### config.mk
export PLATFORM = sky130hd
export DESIGN_NAME = mha_partial_sum_combiner
export DESIGN_NICKNAME = d
export VERILOG_FILES = /design/src/mha_num_pkg.sv /design/src/mha_beat_pkg.sv /design/src/mha_partial_sum_combiner.sv /design/src/mha_skew_line.sv
export VERILOG_INCLUDE_DIRS = /design/src /design/src/src
export SDC_FILE = /design/constraint.sdc
export NUM_CORES = 1
export LEC_CHECK = 0
export ABC_AREA = 0
export BUFFER_PORTS_ARGS = -buffer_cell sky130_fd_sc_hd__clkbuf_2
export CORE_ASPECT_RATIO = 2
export CORE_MARGIN = 8
export CORE_UTILIZATION = 40
export CTS_CLUSTER_DIAMETER = 200
export CTS_CLUSTER_SIZE = 10
export DETAILED_ROUTE_END_ITERATION = 10
export PLACE_DENSITY = 0.67
export SLEW_MARGIN = 20
export SYNTH_ARGS = -nofsm -noshare
export SYNTH_HDL_FRONTEND = slang
export SYNTH_HIERARCHICAL = 1
export SYNTH_SLANG_ARGS = --single-unit
### constraint.sdc
create_clock -name I_CLK -period 2.2 [get_ports I_CLK]
set_clock_uncertainty 0.1 [all_clocks]
set_input_delay 0.44 -clock I_CLK [delete_from_list [all_inputs] [get_ports I_CLK]]
set_output_delay 0.44 -clock I_CLK [all_outputs]
set_load 0.005 [all_outputs]
### src/mha_macros.svh
`ifndef MHA_MACROS_SVH
`define MHA_MACROS_SVH

// Shared sizes of the projection engine

// W rows held by one array, also PE rows per array
`define MHA_K_HALF 4

// Output columns, also PE columns per array
`define MHA_N 4

// Fraction bits of Q2.13
// Rounding bit sits one below
`define MHA_FRAC 13

// x row length over both arrays
`define MHA_K_FULL (2 * `MHA_K_HALF)

`endif
### src/mha_num_pkg.sv
`include "mha_macros.svh"

package mha_num_pkg;

    // One Q2.13 value
    // sign, 2 int bits, 13 fraction bits
    typedef logic signed [15:0] q_t;

    // Full 16x16 signed product
    typedef logic signed [31:0] prod_t;

    // Half of an x row, or one column of weights
    typedef q_t [`MHA_K_HALF-1:0] q_half_vec_t;

    // One W row or one result row
    typedef q_t [`MHA_N-1:0] q_row_t;

endpackage

### src/mha_beat_pkg.sv
package mha_beat_pkg;

    import mha_num_pkg::*;

    ///////////////////////////////////////////////////////////////////////
    // Beats on the top-level ports
    ///////////////////////////////////////////////////////////////////////

    // x row, split between the two arrays
    typedef struct packed {
        logic        valid;
        q_half_vec_t x_lo;   // x[0..3]
        q_half_vec_t x_hi;   // x[4..7]
    } x_beat_t;

    // One W row per array per load cycle
    typedef struct packed {
        logic   load;
        q_row_t row_lo;      // rows 3..0, last first
        q_row_t row_hi;      // rows 7..4, last first
    } w_beat_t;

    // Result row
    typedef struct packed {
        logic   valid;
        q_row_t y;
    } y_beat_t;

endpackage

### src/mha_partial_sum_combiner.sv
`timescale 1ns/100ps
`include "mha_macros.svh"

module mha_partial_sum_combiner (
    input  logic                  I_CLK,
    input  logic                  I_ASYN_RSTN,
    input  logic                  i_valid,
    input  mha_num_pkg::q_row_t   i_sum_lo,
    input  mha_num_pkg::q_row_t   i_sum_hi,
    output mha_beat_pkg::y_beat_t o_y_beat
);

    import mha_num_pkg::*;

    logic   valid_dly;
    q_row_t sum_row;

    // Valid follows the array pipe, K+N-1 stages
    mha_skew_line #(
        .T     (logic),
        .DEPTH (`MHA_K_HALF + `MHA_N - 1)
    ) u_valid_dly (
        .I_CLK       (I_CLK),
        .I_ASYN_RSTN (I_ASYN_RSTN),
        .i_d         (i_valid),
        .o_d         (valid_dly)
    );

    // Per-column add, wraps at 16 bits
    always_comb begin
        for (int c = 0; c < `MHA_N; c++) begin
            sum_row[c] = i_sum_lo[c] + i_sum_hi[c];
        end
    end

    always_ff @(posedge I_CLK or negedge I_ASYN_RSTN) begin
        if (!I_ASYN_RSTN) begin
            o_y_beat <= '0;
        end else begin
            o_y_beat.valid <= valid_dly;
            // Row only moves on a real result
            if (valid_dly) begin
                o_y_beat.y <= sum_row;
            end
        end
    end

endmodule

### src/mha_skew_line.sv
`timescale 1ns/100ps

module mha_skew_line #(
    parameter type T     = logic,
    parameter int  DEPTH = 1
) (
    input  logic I_CLK,
    input  logic I_ASYN_RSTN,
    input  T     i_d,
    output T     o_d
);

    generate
        if (DEPTH == 0) begin : g_wire
            // No delay asked for
            assign o_d = i_d;
        end else begin : g_regs
            T stage [DEPTH];

            always_ff @(posedge I_CLK or negedge I_ASYN_RSTN) begin
                if (!I_ASYN_RSTN) begin
                    for (int i = 0; i < DEPTH; i++) begin
                        stage[i] <= '0;
                    end
                end else begin
                    stage[0] <= i_d;
                    // Shift toward the output end
                    for (int i = 1; i < DEPTH; i++) begin
                        stage[i] <= stage[i-1];
                    end
                end
            end

            // Last stage is the output
            assign o_d = stage[DEPTH-1];
        end
    endgenerate

endmodule

# Yosys cells after proc, flatten, opt, wreduce, memory -nomap -nowiden
# Cells that the tools add are included.
word_totals:
  register_bits: 72
  latchBits: 0
  ramBits: 0
  romBits: 0
  input_bits: 131
  output_inout_bits: 65
  wordCells: 16
  memories: 0
op_classes:
  add_sub_neg: 4
  n_mul: 0
  div_mod_pow: 0
  magnitude_cmp: 0
  eq_ne: 0
  shifts: 0
  muxes: 0
  bitwise_logic: 0
  n_reduce_logical: 0
ops:
  columns: ["op", "count"]
  rows:
  - ["$add 16x16->16", 4]

# Logic depth before layout (Yosys ltp)
# Gate-level depths: netlist (run 1).
logic_depth:
  ltp_word: 1
  depth_mapped: 8
  ltp_nobuf: 8

# Hierarchy
# The synthesis (run 1) kept the hierarchy.
by_module_without_submodules:
  columns: ["module", "instances", "cells_each", "area_per_inst_um2", "seq_area_each_um2"]
  rows:
  - ["mha_partial_sum_combiner", 1, 545, 5246.3, 1626.6]
  - ["mha_skew_line", 1, 7, 175.2, 175.2]

# Least setup slack after synthesis (run 1)
# No wires, ideal clock.
synth_path:
  kind: "input to register"
  startpoint: "input port i_sum_lo[48] (netlist bit)"
  endpoint: "register o_y_beat[62] (netlist bit)"
  setup_ps: 126
  t_arrival_ps: 2337
  required_time_ps: 1974
  setup_slack_ps: -363
  path_stages: 8
  path_buffers: 0
  path_cell_list: "ha_1 -> fa_1 -> a211o_1 -> a211oi_1 -> o21ai_0 -> a21oi_1 -> o21ai_0 -> a221o_1"
synth_via:
  elab_chain_len: 1
synth_lines:
  columns: ["item", "line", "text"]
  rows:
  - ["start, declared", "mha_partial_sum_combiner.sv:8", "input mha_num_pkg::q_row_t i_sum_lo,"]
  - ["$add 16x16->16", "mha_partial_sum_combiner.sv:32", "sum_row[c] = i_sum_lo[c] + i_sum_hi[c];"]
  - ["end, declared", "mha_partial_sum_combiner.sv:10", "output mha_beat_pkg::y_beat_t o_y_beat"]
# Every way passes these cells.
# A chain may end at the register's enable or synchronous reset.

# Final worst setup path (run 1)
layout_path:
  startpoint: "input port i_sum_lo[48] (netlist bit)"
  endpoint: "register o_y_beat[56] (netlist bit)"
# Same word-level chain as after synthesis.

==> results of run 1 <==
where the power goes:
part | leakage (nW) | switching, mW | internal, mW
combinational | 2.87 | 0.906 | 1.05
clock | 0.123 | 0.552 | 0.750
sequential | 0.840 | 0.163 | 1.61
final timing paths:
| check | startpoint | to | slack [ns] | cells past startpoint |
|---|---|---|---|---|
| max | i_sum_lo[48] | o_y_beat[56]$_DFFE_PN0P_ | 0.02 | 9 |
| min | i_valid | u_valid_dly/g_regs.stage[6]$_DFF_PN0_ | 0.11 | 1 |
| max reg2reg | u_valid_dly/o_d$_DFF_PN0_ | o_y_beat[31]$_DFFE_PN0P_ | 0.61 | 4 |
| min reg2reg | u_valid_dly/g_regs.stage[2]$_DFF_PN0_ | u_valid_dly/g_regs.stage[1]$_DFF_PN0_ | 0.25 | 0 |
| max in group asynchronous | I_ASYN_RSTN | o_y_beat[44]$_DFFE_PN0P_ | 1.01 | 3 |
| min in group asynchronous | I_ASYN_RSTN | o_y_beat[25]$_DFFE_PN0P_ | 0.44 | 2 |
timing repair:
| item | CTS | global route |
|---|---|---|
| hold buffers | 1 | 0 |
| buffers inserted | 2 | 3 |
| hold endpoints to repair | 19 | 0 |
| endpoints found under the setup margin | 4 | 13 |
| gates resized for setup | 6 | 13 |
| pin swaps | 14 | 7 |
layer usage:
| metal | part of all wire [%] | vias to the layer above | track usage (%) | routed length [µm] |
|---|---|---|---|---|
| met5 | 0 | - | 0 | 0 |
| met4 | 3.7 | 0 | 9.350 | 623 |
| met3 | 5.7 | 42 | 4.799 | 962 |
| met2 | 57 | 179 | 37.83 | 9533 |
| met1 | 34 | 2616 | 16.07 | 5678 |
| li1 | - | 2631 | - | - |
Yosys cell counts (7+ instances only):
cell,n,area share (%)
dfrtp_1,72,33
ha_1,60,14
a21oi_1,49,4.5
mux2_2,47,9.8
xnor2_1,34,5.5
nand2_1,32,2.2
o21ai_0,27,2.5
nor2_1,25,1.7
a21o_1,24,3.3
inv_1,16,1.1
nand3_1,16,1.5
xor2_1,14,2.3
a211oi_1,11,1.5
clkbuf_1,10,0.69
nor3_1,10,0.92
o21a_1,9,1.2
a31oi_1,8,0.92
and3_1,8,0.92
o211ai_1,7,0.97
flip-flops by register name (all words and copies together), names as in the netlist:
name                      count
u_valid_dly/g_regs.stage      6
o_y_beat                     65
u_valid_dly/o_d               1
kinds of logic after synthesis:
logic type	count (synthesis)	share of synthesized area, %
compound gates	171	20.89
xor+xnor	48	7.755
fa+ha+maj	64	15.32
buf+inv	33	2.562
flops	72	33.23
mux	48	9.947
simple gates	116	10.29
worst max-delay path: cells and delay by family:
kind	cells	cell delay, ns
adder cells (fa/ha/maj)	2	0.50
multiplexers	1	0.26
XOR/XNOR	1	0.08
AO/OA/AOI/OAI	4	0.91
buffers and inverters	1	0.10
final cells by class:
class | instances | area (µm²)
sequential | 72 | 1803
clock inverter | 6 | 37.54
multi-input combinational | 447 | 3676
clock buffer | 9 | 225.2
tap | 155 | 193.9
inverter | 16 | 60.06
fill | 1210 | 5648
timing repair buffer | 290 | 1719
stage by stage:
step           hold slack, ns  power (mW)  utilization [%]  area [µm²]  setup TNS (ns)
2_1_floorplan         0.04441       2.780                -        5550         -0.8415
3_3_place_gp           0.2349       3.662            54.82        7326          -6.746
3_5_place_dp           0.2346       3.718            54.82        7326          -7.671
4_1_cts                0.1009       5.076            57.13        7634        -0.01681
5_1_grt                0.1002       5.351            57.73        7715         -0.2554
6_report               0.1145       5.024            57.73        7715               0
==> flow_metrics.tcl, run 1 <==
set metrics [dict create \
    placed_cells 974 \
    synth_top_flop_cell "dfrtp_1" \
    route.detailed.drc 0 \
    layout.cells.most_common_list "clkbuf_2 (192), buf_4 (94), dfrtp_1 (71)" \
    htree_levels 3 \
    critPathLaunchType "primary input" \
    die_h_um 180.6 \
    grt_usage_pct 18.80 \
    end_kind "register" \
    ys_warn_count 6 \
    drt_pass1_iterations 4 \
    timing.final.crit_share_pct 99.06 \
    ys_seq_elements 72 \
    rsz0062_at_grt "yes" \
    fp-row-count 60 \
    cp_common_cell "a211o_1" \
    timing.fmax_mhz 458.9 \
    slew_viol_final 0 \
    syn_nets 747 \
    ios 196 \
    synth_cell_types 50 \
    seq_area_frac_synth_pct 33.23 \
    slowest_stage "fa_2" \
    critical_path_arrival_ns 2.29 \
    via_per_inst 5.495 \
    cts_made_buffers 9 \
    initial_core_util_pct 40.57 \
    cts_sinks 72 \
    antenna_found_initial 0 \
    slew_headroom_pct 59.95 \
    portBuffers 195 \
    drtIter0Drc 159 \
    netlist_instances 552 \
    cp.required_ns 2.31 \
    grt_pass1_vias 6029 \
    antennaDiodeCount 0 \
    final_layout_size_suffix_gt1_share_pct 46.31 \
    critPathMaxFanout 3 \
    gp_congestion 0.8810 \
    grt_pass1_wl_um 27410 \
    dieArea_mm2 0.01776 \
    dp_slack_ns -0.5241 \
    overflow 0 \
    crit_path_max_incr_delay_ns 0.34 \
    async_reset_ff_share_pct 100.0 \
    vias 5468 \
    syn_area_per_cell_um2 9.821 \
    synth_area_mm2 0.005421 \
    die_x_um 98.32 \
    drtAntennaViolNets 0 \
    finalNonFillerCells 995 \
    dp_hpwl_um 13930 \
    min_path_type "primary input to register" \
    synth_edf_count 0 \
    core_area_mm2 0.01336 \
    layout_setup_ws_ns 0.02078 \
    nets 1031 \
    path_clk_slew_ns 0.06 \
    area_delta_synth_final_pct 42.30 \
    routed_wl_um 16800 \
    p_leak_nw 3.834 \
    cap_viol_max_count 0 \
    cts_max_path_buffers 2 \
    crit_chain "clkbuf_2, ha_4, fa_2, a211o_1, a21o_1, a211o_1, a31oi_1, xnor2_1, mux2_2" \
    post_drt_wl_per_cell_um 16.88 \
    report.final.hold_viol_count 0 \
    layout_commonest_cell "clkbuf_2" \
    power_density_mw_per_mm2 651.2 \
    clk_latency_ns 0.33 \
    setup_viol_count_final 0 \
    worst_slew_pin_slew_ns 0.6001 \
    grt_max_degree 38 \
    cts_root_buf "clkbuf_16" \
    period_needed_ns 2.179 \
    ir_drop_mv 0.3657 \
    status "completed" \
    path_class "primary input to register" \
    cts_tree "built" \
]
No activity file was read; power rests on OpenSTA's default activity.
==> run 2: changes to the inputs <==
--- a/config.mk
+++ b/config.mk
@@ -15,6 +15,7 @@
 export CTS_CLUSTER_SIZE = 10
 export DETAILED_ROUTE_END_ITERATION = 10
 export PLACE_DENSITY = 0.67
+export REMOVE_ABC_BUFFERS = 1
 export SLEW_MARGIN = 20
 export SYNTH_ARGS = -nofsm -noshare
 export SYNTH_HDL_FRONTEND = slang
==> run 2 against run 1 <==
The flow now finishes with violations (setup timing); non-clock buffer count is 13 higher; sequential power hardly changed; die area is the same; worst setup slack worse by 0.12 ns; largest cell class unchanged; highest routed layer unchanged.
==> flow_metrics.tcl, run 2 (same netlist as run 1, synthesis figures left out) <==
set metrics [dict create \
    gp_congestion 0.8814 \
    final_layout_size_suffix_gt1_share_pct 46.84 \
    fp-row-count 60 \
    min_path_type "primary input to register" \
    power_mw 5.369 \
    route.detailed.drc 0 \
    period_needed_ns 2.296 \
    overflow 0 \
    critical_path_arrival_ns 2.41 \
    ios 196 \
    holdPathEnd "u_valid_dly/g_regs.stage[6]$_DFF_PN0_" \
    placed_cell_area_mm2 0.007307 \
    grt_pass1_wl_um 27470 \
    drt_pass1_iterations 5 \
    portBuffers 195 \
    layout_commonest_cell "clkbuf_2" \
    cap_viol_max_count 0 \
    grt_pass1_vias 6050 \
    cts_root_buf "clkbuf_16" \
    vias 5579 \
    path_class "primary input to register" \
    violations "setup timing" \
    cts_tree "built" \
    ff2ff_path_depth 4 \
    report.final.hold_viol_count 0 \
    slew_headroom_pct 67.00 \
    use_met2_pct 35.74 \
    r2r_start "u_valid_dly/o_d$_DFF_PN0_" \
    htree_levels 3 \
    antennaDiodeCount 0 \
    cp_common_cell "a211o_1" \
    layout_setup_ws_ns -0.09585 \
    crit_chain "buf_6, ha_4, fa_2, a211o_1, a21o_1, a211o_1, a31oi_2, xnor2_1, mux2_4" \
    largest-register "o_y_beat" \
    path_buf_inv 1 \
    timing.fmax_mhz 435.6 \
    power_density_mw_per_mm2 679.1 \
    fin_area_mm2 0.007906 \
    slowest_stage "fa_2" \
    rsz0062_at_grt "yes" \
    p_leak_nw 3.957 \
    crit_path_max_incr_delay_ns 0.33 \
    cts_sinks 72 \
    initial_core_util_pct 40.57 \
    die_h_um 180.6 \
    holdCritStartpoint "i_valid" \
    area_delta_synth_final_pct 45.83 \
    holdWs_ns 0.1155 \
    grt_max_degree 77 \
    slew_viol_final 0 \
    critPathLaunchType "primary input" \
    top_usage_layer "met2" \
    via_per_inst 5.529 \
    nets 1044 \
    placed_cells 987 \
    post_drt_wl_per_cell_um 17.03 \
    clk_latency_ns 0.32 \
    ir_drop_mv 0.5270 \
    core_area_mm2 0.01336 \
    met1_usage_pct 17.53 \
    finalNonFillerCells 1009 \
    grt_usage_pct 18.90 \
    critPathMaxFanout 3 \
    layout.cells.most_common_list "clkbuf_2 (187), buf_4 (104), dfrtp_1 (71)" \
    cpLargestDelayFamily "compound AO/OA/AOI/OAI gates" \
    largest_reg_flops 65 \
    die_x_um 98.32 \
    antenna_found_initial 0 \
    cts_made_buffers 9 \
    routed_wl_um 17180 \
    timing.final.crit_share_pct 104.4 \
    drtAntennaViolNets 0 \
    setup_viol_count_final 2 \
    worst_slew_pin_slew_ns 0.4945 \
    finalSetupTns_ns -0.1155 \
    dieArea_mm2 0.01776 \
    cts_max_path_buffers 2 \
    end_kind "register" \
    regToRegEndpoint "o_y_beat[62]$_DFFE_PN0P_" \
    globalRouteMet3Util_pct 4.760 \
    status "finished with violations" \
    dp_hpwl_um 13800 \
    path_clk_slew_ns 0.06 \
    r2r_slack_ns 0.54 \
    drtIter0Drc 145 \
    cp.required_ns 2.32 \
    min_path_cells 1 \
]
[run 2: cell types whose count changed in the layout (fill, tap and decap cells not counted), moves of 2 or more]
cell,before,now
clkinv_2,3,0
clkbuf_2,192,187
buf_6,2,8
ha_1,52,56
mux2_4,2,4
bufinv_16,0,2
mux2_2,45,43
clkinvlp_4,3,1
buf_4,94,104
ha_4,8,4
clkbuf_1,0,2
[run 2: worst max path at each step]
stage | from | end | slack, ns | cells past startpoint
after global routing | i_sum_hi[0] | o_y_beat[10]$_DFFE_PN0P_ | -0.11 | 9
after detailed placement | i_sum_lo[48] | o_y_beat[56]$_DFFE_PN0P_ | -0.60 | 9
after CTS | i_sum_hi[48] | o_y_beat[56]$_DFFE_PN0P_ | -0.04 | 9
final | i_sum_lo[48] | o_y_beat[56]$_DFFE_PN0P_ | -0.1 | 9
after global placement | i_sum_lo[32] | o_y_beat[42]$_DFFE_PN0P_ | -0.54 | 9
after floorplan | u_valid_dly/o_d$_DFF_PN0_ | o_y_beat[28]$_DFFE_PN0P_ | -1.08 | 4
[run 2: area by class of cell]
| cell class | instances | area, µm² |
|---|---|---|
| fillers | 1146 | 5456 |
| multi-input cells | 447 | 3665 |
| repair buffers | 303 | 1862 |
| flip-flops and latches | 72 | 1803 |
| clock buffers | 12 | 246.5 |
| well taps | 155 | 193.9 |
| clock inverters | 4 | 76.32 |
| inverters | 16 | 60.06 |
[run 2: where the power goes]
| group | switching, mW | total, mW | internal (mW) |
|---|---|---|---|
| logic | 0.920 | 1.99 | 1.07 |
| clock network | 0.573 | 1.60 | 1.03 |
| registers | 0.166 | 1.77 | 1.61 |
| total | 1.66 | 5.37 | 3.71 |
[run 2: per-stage QoR]
stage | setup WS (ns) | utilization, %
floorplan | -1.083 | -
global placement | -0.5385 | 54.68
detailed placement | -0.5983 | 54.68
CTS | -0.04376 | 57.77
global route | -0.1109 | 59.17
finish | -0.09585 | 59.17
[run 2: per-layer routing]
metal / vias to the layer above / share of wire [%]
met5: - / 0
met4: 0 / 4.5
met3: 55 / 5.1
met2: 212 / 55
met1: 2650 / 35
li1: 2662 / -
[run 2: repair_timing]
action	4_1_cts	5_1_grt
buffers inserted	2	3
pin swaps	13	19
hold buffers	1	0
endpoints found under the setup margin	15	13
hold endpoints to repair	13	0
gates resized for setup	19	35
